## src/common/decode_pkg.sv

```systemverilog
package decode_pkg;

    typedef logic [31:0] word_t;       // pc, instruction, immediate, target
    typedef logic [4:0]  reg_addr_t;
    typedef logic [7:0]  aluop_t;
    typedef logic [2:0]  alusel_t;
    typedef logic [6:0]  exc_cause_t;

    // 3R, matched on inst[31:15]
    localparam logic [16:0] OP_ADD_W   = 17'h00020;
    localparam logic [16:0] OP_SUB_W   = 17'h00022;
    localparam logic [16:0] OP_SLT     = 17'h00024;
    localparam logic [16:0] OP_AND     = 17'h00029;
    localparam logic [16:0] OP_OR      = 17'h0002a;
    localparam logic [16:0] OP_XOR     = 17'h0002b;
    localparam logic [16:0] OP_BREAK   = 17'h00054;
    localparam logic [16:0] OP_SYSCALL = 17'h00056;

    // 2RI12, matched on inst[31:22]
    localparam logic [9:0] OP_SLTI   = 10'h008;
    localparam logic [9:0] OP_ADDI_W = 10'h00a;
    localparam logic [9:0] OP_ANDI   = 10'h00d;
    localparam logic [9:0] OP_ORI    = 10'h00e;
    localparam logic [9:0] OP_LD_W   = 10'h0a2;
    localparam logic [9:0] OP_ST_W   = 10'h0a6;

    // 1RI20, matched on inst[31:25]
    localparam logic [6:0] OP_LU12I_W   = 7'h0a;
    localparam logic [6:0] OP_PCADDU12I = 7'h0e;

    // 2RI16 and I26, matched on inst[31:26]
    localparam logic [5:0] OP_JIRL = 6'h13;
    localparam logic [5:0] OP_B    = 6'h14;
    localparam logic [5:0] OP_BL   = 6'h15;
    localparam logic [5:0] OP_BEQ  = 6'h16;
    localparam logic [5:0] OP_BNE  = 6'h17;

    localparam aluop_t ALU_NOP       = 8'd0;
    localparam aluop_t ALU_ADD_W     = 8'd1;
    localparam aluop_t ALU_SUB_W     = 8'd2;
    localparam aluop_t ALU_SLT       = 8'd3;
    localparam aluop_t ALU_AND       = 8'd4;
    localparam aluop_t ALU_OR        = 8'd5;
    localparam aluop_t ALU_XOR       = 8'd6;
    localparam aluop_t ALU_BREAK     = 8'd7;
    localparam aluop_t ALU_SYSCALL   = 8'd8;
    localparam aluop_t ALU_SLTI      = 8'd9;
    localparam aluop_t ALU_ADDI_W    = 8'd10;
    localparam aluop_t ALU_ANDI      = 8'd11;
    localparam aluop_t ALU_ORI       = 8'd12;
    localparam aluop_t ALU_LD_W      = 8'd13;
    localparam aluop_t ALU_ST_W      = 8'd14;
    localparam aluop_t ALU_LU12I_W   = 8'd15;
    localparam aluop_t ALU_PCADDU12I = 8'd16;
    localparam aluop_t ALU_JIRL      = 8'd17;
    localparam aluop_t ALU_B         = 8'd18;
    localparam aluop_t ALU_BL        = 8'd19;
    localparam aluop_t ALU_BEQ       = 8'd20;
    localparam aluop_t ALU_BNE       = 8'd21;

    localparam alusel_t SEL_NOP   = 3'd0;
    localparam alusel_t SEL_ARITH = 3'd1;
    localparam alusel_t SEL_LOGIC = 3'd2;
    localparam alusel_t SEL_MEM   = 3'd3;
    localparam alusel_t SEL_JUMP  = 3'd4;

    localparam exc_cause_t EXC_NONE = 7'h00;
    localparam exc_cause_t EXC_SYS  = 7'h0b;
    localparam exc_cause_t EXC_BRK  = 7'h0c;
    localparam exc_cause_t EXC_INE  = 7'h0d;

    localparam reg_addr_t RA = 5'd1;  // link register for bl

endpackage

```

## src/decoder/dec_3r.sv

```systemverilog
`timescale 1ns/1ps

module dec_3r (
    input  decode_pkg::word_t     inst,
    output logic                  hit,
    output decode_pkg::aluop_t    aluop,
    output decode_pkg::alusel_t   alusel,
    output logic                  reg1_read_en,
    output decode_pkg::reg_addr_t reg1_read_addr,
    output logic                  reg2_read_en,
    output decode_pkg::reg_addr_t reg2_read_addr,
    output logic                  reg_write_en,
    output decode_pkg::reg_addr_t reg_write_addr
);
    import decode_pkg::*;

    logic uses_regs;

    always_comb begin
        hit = 1'b1;
        case (inst[31:15])
            OP_ADD_W:   {aluop, alusel} = {ALU_ADD_W, SEL_ARITH};
            OP_SUB_W:   {aluop, alusel} = {ALU_SUB_W, SEL_ARITH};
            OP_SLT:     {aluop, alusel} = {ALU_SLT, SEL_ARITH};
            OP_AND:     {aluop, alusel} = {ALU_AND, SEL_LOGIC};
            OP_OR:      {aluop, alusel} = {ALU_OR, SEL_LOGIC};
            OP_XOR:     {aluop, alusel} = {ALU_XOR, SEL_LOGIC};
            OP_BREAK:   {aluop, alusel} = {ALU_BREAK, SEL_NOP};
            OP_SYSCALL: {aluop, alusel} = {ALU_SYSCALL, SEL_NOP};
            default: begin
                hit             = 1'b0;
                {aluop, alusel} = {ALU_NOP, SEL_NOP};
            end
        endcase
    end

    // syscall and break carry a code field, not registers
    assign uses_regs = hit && aluop != ALU_SYSCALL && aluop != ALU_BREAK;

    assign reg1_read_en   = uses_regs;
    assign reg1_read_addr = uses_regs ? inst[9:5] : '0;    // rj
    assign reg2_read_en   = uses_regs;
    assign reg2_read_addr = uses_regs ? inst[14:10] : '0;  // rk
    assign reg_write_en   = uses_regs;
    assign reg_write_addr = uses_regs ? inst[4:0] : '0;    // rd

endmodule

```

## src/decoder/dec_imm_alu.sv

```systemverilog
`timescale 1ns/1ps

module dec_imm_alu (
    input  decode_pkg::word_t     inst,
    output logic                  hit,
    output decode_pkg::aluop_t    aluop,
    output decode_pkg::alusel_t   alusel,
    output decode_pkg::word_t     imm,
    output logic                  reg1_read_en,
    output decode_pkg::reg_addr_t reg1_read_addr,
    output logic                  reg2_read_en,
    output decode_pkg::reg_addr_t reg2_read_addr,
    output logic                  reg_write_en,
    output decode_pkg::reg_addr_t reg_write_addr
);
    import decode_pkg::*;

    logic is_2ri12, is_1ri20, is_store, is_zext;

    always_comb begin
        is_2ri12 = 1'b1;
        is_1ri20 = 1'b0;
        case (inst[31:22])
            OP_SLTI:   {aluop, alusel} = {ALU_SLTI, SEL_ARITH};
            OP_ADDI_W: {aluop, alusel} = {ALU_ADDI_W, SEL_ARITH};
            OP_ANDI:   {aluop, alusel} = {ALU_ANDI, SEL_LOGIC};
            OP_ORI:    {aluop, alusel} = {ALU_ORI, SEL_LOGIC};
            OP_LD_W:   {aluop, alusel} = {ALU_LD_W, SEL_MEM};
            OP_ST_W:   {aluop, alusel} = {ALU_ST_W, SEL_MEM};
            default: begin
                is_2ri12 = 1'b0;
                is_1ri20 = 1'b1;
                case (inst[31:25])
                    OP_LU12I_W:   {aluop, alusel} = {ALU_LU12I_W, SEL_ARITH};
                    OP_PCADDU12I: {aluop, alusel} = {ALU_PCADDU12I, SEL_ARITH};
                    default: begin
                        is_1ri20        = 1'b0;
                        {aluop, alusel} = {ALU_NOP, SEL_NOP};
                    end
                endcase
            end
        endcase
    end

    assign hit      = is_2ri12 | is_1ri20;
    assign is_store = (aluop == ALU_ST_W);
    assign is_zext  = (aluop == ALU_ANDI) || (aluop == ALU_ORI);  // logic ops are unsigned

    assign imm = is_1ri20 ? {inst[24:5], 12'd0} :
                 !is_2ri12 ? '0 :
                 is_zext ? {20'd0, inst[21:10]} : {{20{inst[21]}}, inst[21:10]};

    assign reg1_read_en   = is_2ri12;
    assign reg1_read_addr = is_2ri12 ? inst[9:5] : '0;
    assign reg2_read_en   = is_store;
    assign reg2_read_addr = is_store ? inst[4:0] : '0;  // store data comes from rd
    assign reg_write_en   = hit & ~is_store;
    assign reg_write_addr = reg_write_en ? inst[4:0] : '0;

endmodule

```

## src/decoder/dec_branch.sv

```systemverilog
`timescale 1ns/1ps

module dec_branch (
    input  decode_pkg::word_t     inst,
    output logic                  hit,
    output decode_pkg::aluop_t    aluop,
    output decode_pkg::alusel_t   alusel,
    output decode_pkg::word_t     imm,
    output logic                  reg1_read_en,
    output decode_pkg::reg_addr_t reg1_read_addr,
    output logic                  reg2_read_en,
    output decode_pkg::reg_addr_t reg2_read_addr,
    output logic                  reg_write_en,
    output decode_pkg::reg_addr_t reg_write_addr
);
    import decode_pkg::*;

    logic is_jirl, is_cmp, is_i26, is_bl;

    always_comb begin
        hit = 1'b1;
        case (inst[31:26])
            OP_JIRL: aluop = ALU_JIRL;
            OP_B:    aluop = ALU_B;
            OP_BL:   aluop = ALU_BL;
            OP_BEQ:  aluop = ALU_BEQ;
            OP_BNE:  aluop = ALU_BNE;
            default: begin
                hit   = 1'b0;
                aluop = ALU_NOP;
            end
        endcase
    end

    assign alusel  = hit ? SEL_JUMP : SEL_NOP;
    assign is_jirl = (aluop == ALU_JIRL);
    assign is_bl   = (aluop == ALU_BL);
    assign is_i26  = is_bl || aluop == ALU_B;
    assign is_cmp  = (aluop == ALU_BEQ) || (aluop == ALU_BNE);

    // offs26 has its high ten bits in inst[9:0]
    assign imm = is_i26 ? {{4{inst[9]}}, inst[9:0], inst[25:10], 2'b00} :
                 hit    ? {{14{inst[25]}}, inst[25:10], 2'b00} : '0;

    assign reg1_read_en   = is_jirl | is_cmp;
    assign reg1_read_addr = reg1_read_en ? inst[9:5] : '0;
    assign reg2_read_en   = is_cmp;
    assign reg2_read_addr = is_cmp ? inst[4:0] : '0;  // compare rj against rd
    assign reg_write_en   = is_jirl | is_bl;
    assign reg_write_addr = is_bl ? RA : (is_jirl ? inst[4:0] : '0);

endmodule

```

## src/decoder/decode_ctrl.sv

```systemverilog
`timescale 1ns/1ps

module decode_ctrl (
    input  logic                   clk,
    input  logic                   rst_n,
    input  logic                   in_valid,
    output logic                   in_ready,
    input  decode_pkg::word_t      pc,
    input  decode_pkg::word_t      inst,
    input  logic [1:0]             is_exception,
    input  decode_pkg::exc_cause_t pc_exception_cause,
    input  decode_pkg::exc_cause_t instbuffer_exception_cause,
    input  logic                   pre_taken,
    input  decode_pkg::word_t      pre_addr,
    input  logic                   hit_3r,
    input  decode_pkg::aluop_t     aluop_3r,
    input  decode_pkg::alusel_t    alusel_3r,
    input  logic                   reg1_read_en_3r,
    input  logic                   reg2_read_en_3r,
    input  logic                   reg_write_en_3r,
    input  decode_pkg::reg_addr_t  reg1_read_addr_3r,
    input  decode_pkg::reg_addr_t  reg2_read_addr_3r,
    input  decode_pkg::reg_addr_t  reg_write_addr_3r,
    input  logic                   hit_ia,
    input  decode_pkg::aluop_t     aluop_ia,
    input  decode_pkg::alusel_t    alusel_ia,
    input  decode_pkg::word_t      imm_ia,
    input  logic                   reg1_read_en_ia,
    input  logic                   reg2_read_en_ia,
    input  logic                   reg_write_en_ia,
    input  decode_pkg::reg_addr_t  reg1_read_addr_ia,
    input  decode_pkg::reg_addr_t  reg2_read_addr_ia,
    input  decode_pkg::reg_addr_t  reg_write_addr_ia,
    input  logic                   hit_br,
    input  decode_pkg::aluop_t     aluop_br,
    input  decode_pkg::alusel_t    alusel_br,
    input  decode_pkg::word_t      imm_br,
    input  logic                   reg1_read_en_br,
    input  logic                   reg2_read_en_br,
    input  logic                   reg_write_en_br,
    input  decode_pkg::reg_addr_t  reg1_read_addr_br,
    input  decode_pkg::reg_addr_t  reg2_read_addr_br,
    input  decode_pkg::reg_addr_t  reg_write_addr_br,
    output logic                   out_valid,
    input  logic                   out_ready,
    output decode_pkg::word_t      pc_out,
    output decode_pkg::aluop_t     aluop,
    output decode_pkg::alusel_t    alusel,
    output decode_pkg::word_t      imm,
    output logic                   reg1_read_en,
    output logic                   reg2_read_en,
    output logic                   reg_write_en,
    output decode_pkg::reg_addr_t  reg1_read_addr,
    output decode_pkg::reg_addr_t  reg2_read_addr,
    output decode_pkg::reg_addr_t  reg_write_addr,
    output logic [2:0]             is_exception_out,
    output decode_pkg::exc_cause_t pc_exception_cause_out,
    output decode_pkg::exc_cause_t instbuffer_exception_cause_out,
    output decode_pkg::exc_cause_t decoder_exception_cause_out,
    output logic                   pre_taken_out,
    output decode_pkg::word_t      pre_addr_out
);
    import decode_pkg::*;

    localparam int RES_W = 61;  // aluop, alusel, imm, three enable/addr pairs

    logic [RES_W-1:0] res_3r, res_ia, res_br, res;
    exc_cause_t       dec_cause;
    logic             accept;

    assign res_3r = {aluop_3r, alusel_3r, 32'd0,
                     reg1_read_en_3r, reg1_read_addr_3r,
                     reg2_read_en_3r, reg2_read_addr_3r,
                     reg_write_en_3r, reg_write_addr_3r};
    assign res_ia = {aluop_ia, alusel_ia, imm_ia,
                     reg1_read_en_ia, reg1_read_addr_ia,
                     reg2_read_en_ia, reg2_read_addr_ia,
                     reg_write_en_ia, reg_write_addr_ia};
    assign res_br = {aluop_br, alusel_br, imm_br,
                     reg1_read_en_br, reg1_read_addr_br,
                     reg2_read_en_br, reg2_read_addr_br,
                     reg_write_en_br, reg_write_addr_br};

    assign res = hit_3r ? res_3r :
                 hit_ia ? res_ia :
                 hit_br ? res_br : '0;  // illegal word decodes to all zero

    always_comb begin
        if (!(hit_3r | hit_ia | hit_br)) begin
            dec_cause = EXC_INE;
        end else if (hit_3r && aluop_3r == ALU_SYSCALL) begin
            dec_cause = EXC_SYS;
        end else if (hit_3r && aluop_3r == ALU_BREAK) begin
            dec_cause = EXC_BRK;
        end else begin
            dec_cause = EXC_NONE;
        end
    end

    assign in_ready = ~out_valid | out_ready;
    assign accept   = in_valid & in_ready;

    always_ff @(posedge clk) begin
        if (!rst_n) begin
            out_valid <= 1'b0;
        end else if (in_ready) begin
            out_valid <= in_valid;
        end
    end

    always_ff @(posedge clk) begin
        if (accept) begin
            {aluop, alusel, imm,
             reg1_read_en, reg1_read_addr,
             reg2_read_en, reg2_read_addr,
             reg_write_en, reg_write_addr} <= res;
            pc_out                         <= pc;
            is_exception_out               <= {is_exception, dec_cause != EXC_NONE};
            pc_exception_cause_out         <= pc_exception_cause;
            instbuffer_exception_cause_out <= instbuffer_exception_cause;
            decoder_exception_cause_out    <= dec_cause;
            pre_taken_out                  <= pre_taken;
            pre_addr_out                   <= pre_addr;
        end
    end

endmodule

```

## src/decoder/decode_stage.sv

```systemverilog
`timescale 1ns/1ps

module decode_stage (
    input  logic                   clk,
    input  logic                   rst_n,
    input  logic                   in_valid,
    output logic                   in_ready,
    input  decode_pkg::word_t      pc,
    input  decode_pkg::word_t      inst,
    input  logic [1:0]             is_exception,
    input  decode_pkg::exc_cause_t pc_exception_cause,
    input  decode_pkg::exc_cause_t instbuffer_exception_cause,
    input  logic                   pre_taken,
    input  decode_pkg::word_t      pre_addr,
    output logic                   out_valid,
    input  logic                   out_ready,
    output decode_pkg::word_t      pc_out,
    output decode_pkg::aluop_t     aluop,
    output decode_pkg::alusel_t    alusel,
    output decode_pkg::word_t      imm,
    output logic                   reg1_read_en,
    output logic                   reg2_read_en,
    output logic                   reg_write_en,
    output decode_pkg::reg_addr_t  reg1_read_addr,
    output decode_pkg::reg_addr_t  reg2_read_addr,
    output decode_pkg::reg_addr_t  reg_write_addr,
    output logic [2:0]             is_exception_out,
    output decode_pkg::exc_cause_t pc_exception_cause_out,
    output decode_pkg::exc_cause_t instbuffer_exception_cause_out,
    output decode_pkg::exc_cause_t decoder_exception_cause_out,
    output logic                   pre_taken_out,
    output decode_pkg::word_t      pre_addr_out
);
    import decode_pkg::*;

    logic      hit_3r, hit_ia, hit_br;
    aluop_t    aluop_3r, aluop_ia, aluop_br;
    alusel_t   alusel_3r, alusel_ia, alusel_br;
    word_t     imm_ia, imm_br;
    logic      reg1_read_en_3r, reg1_read_en_ia, reg1_read_en_br;
    logic      reg2_read_en_3r, reg2_read_en_ia, reg2_read_en_br;
    logic      reg_write_en_3r, reg_write_en_ia, reg_write_en_br;
    reg_addr_t reg1_read_addr_3r, reg1_read_addr_ia, reg1_read_addr_br;
    reg_addr_t reg2_read_addr_3r, reg2_read_addr_ia, reg2_read_addr_br;
    reg_addr_t reg_write_addr_3r, reg_write_addr_ia, reg_write_addr_br;

    dec_3r u_dec_3r (
        .inst,
        .hit            (hit_3r),
        .aluop          (aluop_3r),
        .alusel         (alusel_3r),
        .reg1_read_en   (reg1_read_en_3r),
        .reg1_read_addr (reg1_read_addr_3r),
        .reg2_read_en   (reg2_read_en_3r),
        .reg2_read_addr (reg2_read_addr_3r),
        .reg_write_en   (reg_write_en_3r),
        .reg_write_addr (reg_write_addr_3r)
    );

    dec_imm_alu u_dec_imm_alu (
        .inst,
        .hit            (hit_ia),
        .aluop          (aluop_ia),
        .alusel         (alusel_ia),
        .imm            (imm_ia),
        .reg1_read_en   (reg1_read_en_ia),
        .reg1_read_addr (reg1_read_addr_ia),
        .reg2_read_en   (reg2_read_en_ia),
        .reg2_read_addr (reg2_read_addr_ia),
        .reg_write_en   (reg_write_en_ia),
        .reg_write_addr (reg_write_addr_ia)
    );

    dec_branch u_dec_branch (
        .inst,
        .hit            (hit_br),
        .aluop          (aluop_br),
        .alusel         (alusel_br),
        .imm            (imm_br),
        .reg1_read_en   (reg1_read_en_br),
        .reg1_read_addr (reg1_read_addr_br),
        .reg2_read_en   (reg2_read_en_br),
        .reg2_read_addr (reg2_read_addr_br),
        .reg_write_en   (reg_write_en_br),
        .reg_write_addr (reg_write_addr_br)
    );

    // names match one to one
    decode_ctrl u_decode_ctrl (.*);

endmodule

```

## config.mk

```make
export PLATFORM = sky130hd
export DESIGN_NAME = decode_stage
export DESIGN_NICKNAME = d
export VERILOG_FILES = /design/src/common/decode_pkg.sv /design/src/decoder/dec_3r.sv /design/src/decoder/dec_imm_alu.sv /design/src/decoder/dec_branch.sv /design/src/decoder/decode_ctrl.sv /design/src/decoder/decode_stage.sv
export SDC_FILE = /design/constraint.sdc
export NUM_CORES = 1
export LEC_CHECK = 0
export BUFFER_PORTS_ARGS = -buffer_cell sky130_fd_sc_hd__clkbuf_2
export CAP_MARGIN = 20
export CORE_MARGIN = 1.5
export CORE_UTILIZATION = 46
export CTS_CLUSTER_DIAMETER = 80
export DETAILED_ROUTE_END_ITERATION = 6
export PLACE_DENSITY = 0.79
export SYNTH_ARGS = -nofsm -noshare
export SYNTH_HDL_FRONTEND = slang
export SYNTH_SLANG_ARGS = --single-unit
export TNS_END_PERCENT = 30
```

## constraint.sdc

```tcl
create_clock -name clk -period 5.92 [get_ports clk]
set_input_delay 0.888 -clock clk [delete_from_list [all_inputs] [get_ports clk]]
set_output_delay 0.888 -clock clk [all_outputs]
set_load 0.01 [all_outputs]
```

Yosys cells after proc, flatten, opt, wreduce, memory -nomap -nowiden:

Index checks and enable logic that the tools add are counted.

* output and inout port bits: 152
* memory bits (read-only): 0
* bits in latches: 0
* bits in writable memories: 0
* input port bits: 117
* flip-flop bits (word level): 151
* memories: 0

* shift operators: 0
* $mul: 0
* bitwise logic cells: 10
* reduce and logical (&&, ||, !) cells: 17
* divide/modulo/power cells: 0
* eq/ne operators: 33
* muxes and demuxes: 32
* add/subtract/negate cells: 0
* $lt $le $gt $ge: 0

Operators by type and width (count)
* 2-to-1 mux 32 bit: 4
* 2-to-1 mux 61 bit: 2
* equality test 17 x 6 -> 1 bit, second input constant: 6
* 2-to-1 mux 58 bit: 1
* 2-to-1 mux 5 bit: 10
* case mux 8 bit (6 select lines): 1
* equality test 10 x 4 -> 1 bit, second input constant: 4
* equality test 17 x 7 -> 1 bit, second input constant: 2
* case mux 4 bit (8 select lines): 1
* equality test 6 x 5 -> 1 bit, second input constant: 5
* equality test 5 bit, second input constant: 5
* case mux 5 bit (5 select lines): 1
* equality test 8 x 4 -> 1 bit, second input constant: 3
* equality test 10 x 8 -> 1 bit, second input constant: 2
* equality test 7 x 4 -> 1 bit, second input constant: 2
* 2-to-1 mux 7 bit: 2
* case mux 5 bit (2 select lines): 1
* case mux 3 bit (3 select lines): 1
* OR reduction 2 bit: 4
* OR reduction 8 bit: 1
* nonzero test 7 bit: 1
* 2-to-1 mux 1 bit: 6
* bitwise OR 1 bit: 6
* OR reduction 3 bit: 2
* 12 further kinds: 19

Longest topological paths before layout:

* word-level depth: 10
* mapped depth: 7
* mapped depth without buffers: 5

Cells and area by module:

Synthesis repeated with hierarchy kept, for this count alone.

* cell total of the unflattened synthesis: 596
* area total of the unflattened synthesis: 7435.9 um^2

Modules (own cells, without submodules)
* decode_ctrl: times used 1, area an instance 5559.1 um^2, cells each 347
* dec_branch: times used 1, area an instance 758.2 um^2, cells each 95
* dec_imm_alu: times used 1, area an instance 720.7 um^2, cells each 96
* dec_3r: times used 1, area an instance 397.9 um^2, cells each 58

Least setup slack after synthesis:

No wires, ideal clock.

* path kind: input to register
* start: in out_ready
* end: reg u_decode_ctrl.aluop[0] (enable)
* setup time: 521 ps
* stages: 2
* path buffers: 0
* setup slack: 997 ps
* data arrival time: 4402 ps
* cell sequence: nand2b_1 and2_1

* word-level cells in the longest chain between the ends: 2

RTL lines
* start, declared: RTL line decode_stage.sv:16 `input logic out_ready,`
* bitwise OR 1 bit: RTL line decode_ctrl.sv:100 `assign in_ready = ~out_valid | out_ready;`
* AND 1 bit: RTL line decode_ctrl.sv:101 `assign accept = in_valid & in_ready;`
* net u_decode_ctrl.accept: RTL line decode_ctrl.sv:69 `logic accept;`
* end, declared: RTL line decode_ctrl.sv:47 `output decode_pkg::aluop_t aluop,`

The timed path passes the listed nets, and every way through them passes these cells.
A chain may end at the register's enable or synchronous reset.

Worst setup path after layout:

* start: in inst[22]
* end: reg u_decode_ctrl.reg1_read_addr[1] (data pin)

* word-level cells in the longest chain between the ends: 7
* elaborated cells between the ends (all ways): 29

RTL lines
* start, declared: RTL line decode_stage.sv:9 `input decode_pkg::word_t inst,`
* equality test 17 x 7 -> 1 bit / equality test 17 x 6 -> 1 bit (equally long branches): RTL line dec_3r.sv:21 `case (inst[31:15])`
* case mux 4 bit (8 select lines) / OR reduction 8 bit (equally long branches)
* inequality test 4 bit / 2-to-1 mux 1 bit (equally long branches): RTL line dec_3r.sv:38, dec_3r.sv:21
* logical AND 1 bit (2 in a row): RTL line dec_3r.sv:38 `assign uses_regs = hit && aluop != ALU_SYSCALL && aluop != ALU_BREAK;`
* 2-to-1 mux 5 bit: RTL line dec_3r.sv:41 `assign reg1_read_addr = uses_regs ? inst[9:5] : '0;`
* 2-to-1 mux 61 bit (*): RTL line decode_ctrl.sv:84 `assign res = hit_3r ? res_3r :`
* net u_decode_ctrl.res[13]: RTL line decode_ctrl.sv:67 `logic [RES_W-1:0] res_3r, res_ia, res_br, res;`
* end, declared: RTL line decode_ctrl.sv:53 `output decode_pkg::reg_addr_t reg1_read_addr,`

Mark *: on every way through the listed nets, which the timed path passes. The rest lies on a longest branch.

==> flow_summary.toml <==
[outcome]
outcome = "finished clean"

[synth]
syn_area_um2 = 5680
synthTopCellsByCount = "144 x edfxtp_1, 15 x a221o_1, 14 x a22o_1"
synth-edff-count = 144
synth_top_area_cell = "edfxtp_1"
synthTopCellsByArea = "edfxtp_1 76%, a221o_1 2.6%, a22o_1 2.2%"
syn_inst = 334
synthArstFlopShare_pct = 0
synth_top_area_share_pct = 76.1
avgSynthCellArea_um2 = 17.0
yosysSeqAreaShare_pct = 76.5
synth_ff_type = "edfxtp_1"
yosysWarnings = 0
synth.most_common_cell = "edfxtp_1"
synth-seq-cells = 145
synth_cell_types = 59

[global_route]
grt_max_degree = 86
grt_pass1_wl_um = 21300
grt.overflow.total = 0
grt_pass1_vias = 3958
grt_usage_pct = 22.3
antenna_found_initial = 0

[place]
gp_congestion = 0.890
dp.cells = 730
port_buffers = 262
dpl.hpwl_um = 10700

[pwr]
power_frac_comb_pct = 8.2
ir_drop_mv = 0.144
p_per_area_nw_per_um2 = 332
switchingPower_uw = 545
p_clk_share_pct = 44.6
internal-power_uw = 2030
p_leak_uw = 0.00337
seqPwrFrac_pct = 47.2
switching_share_pct = 21.2

[finish]
n_fill_cell = 882
diodes = 0
drive_gt1_share_pct = 51.6
final-instance-count-excl-fill = 763
finish.net_count = 720
syn_to_final_growth_pct = 36.3

[timing]
setup_viol = 0
rsz0062_at_grt = "false"
worst_slew_pin_slew_ns = 0.726
timing_hold_violations_final = 0
skew_ns = 0.0112
whs_ns = 0.641
tns_ns = 0
slew_headroom_pct = 51.6
fmax_mhz = 397
final_max_slew_viol_count = 0
fin_crit_sh_pct = 42.5
layout_min_cycle_time_ns = 2.52

[cts]
clk_latency_ns = 0.42
clock_path_buffers = 2
post_cts_buffers = 0
cts_resized = 0
cts_max_level = 4
cts-root-buf = "clkbuf_16"
cts_tree = "done"
cts_sinks = 145
clk_transition_reported_paths_ns = 0.06
numCtsBuffers = 17
postCtsHoldBufs = 0

[setup_path]
crit_fanout = 13
cp-end-kind = "register"
critPathLaunch = "inst[22]"
cp_data_arrival_time_ns = 2.79
cp.required_ns = 6.19
crit_type = "in -> reg"
cp-start-kind = "input port"
r2r_start = "u_decode_ctrl.out_valid"

[run]
cap_violations = 0

[routing]
antenna_left = 0
wl_per_cell_um = 19.0
via_per_inst = 5.33
drc = 0
totalWireLength_um = 14500
first_iter_violations = 385
via_count = 4065
drtPass1Iterations = 5

[floorplanning]
core_area_um2 = 12000
dieArea_um2 = 13000
die_x_um = 114
die_h_um = 114
rows = 40
initial_core_util_pct = 47.3
ios = 269

[min_path]
hp-start = "u_decode_ctrl.out_valid"
hold_class = "reg -> reg"
final timing paths:
kind / to / slack (ns) / cells after the start
hold reg to reg: u_decode_ctrl.out_valid / 0.64 / 2
setup / recovery: u_decode_ctrl.reg1_read_addr[1] / 3.40 / 6
hold / removal: u_decode_ctrl.out_valid / 0.64 / 2
setup reg to reg: u_decode_ctrl.pre_addr_out[27] / 3.71 / 4
critical path, stage by stage:
cell and delay [ns]:
clkbuf_2 0.20, or4_4 0.60, nor4_2 0.35, and2_1 0.38, or3_4 0.23, and2_1 0.14
sequential cells by signal (all words and copies together) (netlist names), 4 cells and up:
name                                          count
u_decode_ctrl.imm                                32
u_decode_ctrl.pc_out                             32
u_decode_ctrl.pre_addr_out                       32
u_decode_ctrl.instbuffer_exception_cause_out      7
u_decode_ctrl.pc_exception_cause_out              7
u_decode_ctrl.aluop                               5
u_decode_ctrl.reg1_read_addr                      5
u_decode_ctrl.reg2_read_addr                      5
u_decode_ctrl.reg_write_addr                      5
u_decode_ctrl.decoder_exception_cause_out         4
final cells by class:
| class | count | area, um2 | share of cell area, % |
|---|---|---|---|
| multi-input combinational | 165 | 1180 | 15.3 |
| tap | 147 | 184 | 2.37 |
| sequential | 145 | 4340 | 56.1 |
| clock buffer | 18 | 429 | 5.54 |
| clock inverter | 14 | 210 | 2.71 |
| inverter | 7 | 26.3 | 0.339 |
| timing repair buffer | 267 | 1370 | 17.7 |
power groups by stage:
stage               Sequential, uW  Combinational (uW)  Clock [uW]
floorplan                     1270                59.4           0
global placement              1240                 204           0
detailed placement            1240                 208           0
CTS                           1220                 209        1170
global route                  1220                 228        1210
finish                        1220                 211        1150
logic make-up after synthesis:
family / Yosys count / synth area share, %
buffers and inverters: 29 / 3.33
XOR/XNOR: 3 / 0.463
flip-flops: 145 / 76.5
AO/OA/AOI/OAI: 66 / 9.32
multiplexers: 1 / 0.176
AND/OR/NAND/NOR: 89 / 10.2
other: 1 / 0.0660
stage by stage:
stage	cell area, um2	utilization [%]	power [uW]	setup slack, ns
finish	7740	64.5	2570	3.40
CTS	7720	64.3	2590	3.17
floorplan	5700	-	1330	0.997
global route	7740	64.5	2650	3.32
global placement	7080	58.9	1440	2.86
detailed placement	7080	58.9	1450	2.73
cells in the final DEF (no fill, tap or decap), drive strengths merged, types with 2 or more instances in the layout:
cell / synthesis / final
conb: 1 / 6
a31oi: 2 / 2
edfxtp: 144 / 144
a21boi: 2 / 2
clkinv: 0 / 6
o21ai: 9 / 9
clkbuf: 10 / 280
nor3: 6 / 6
nor4: 4 / 4
nand3: 4 / 4
nor2b: 7 / 7
or3: 4 / 4
nor4b: 4 / 4
nand2: 12 / 12
inv: 7 / 9
a21oi: 8 / 8
xor2: 3 / 3
and2: 12 / 12
and4b: 2 / 2
buf: 12 / 5
and2b: 3 / 3
nand3b: 3 / 3
nor2: 10 / 10
nand2b: 4 / 4
a22o: 14 / 14
a21o: 6 / 6
a221o: 16 / 16
nand4: 2 / 2
bufinv: 0 / 5
or2: 4 / 4
metal layers:
layer,global-route usage [%],wire [um],vias up
met1,24.8,5240,1976
li1,-,-,1860
met5,0,0,-
met3,8.15,1150,22
met4,8.50,271,0
met2,39.0,7830,207
Note: power is estimated with default switching activity, not from simulation.
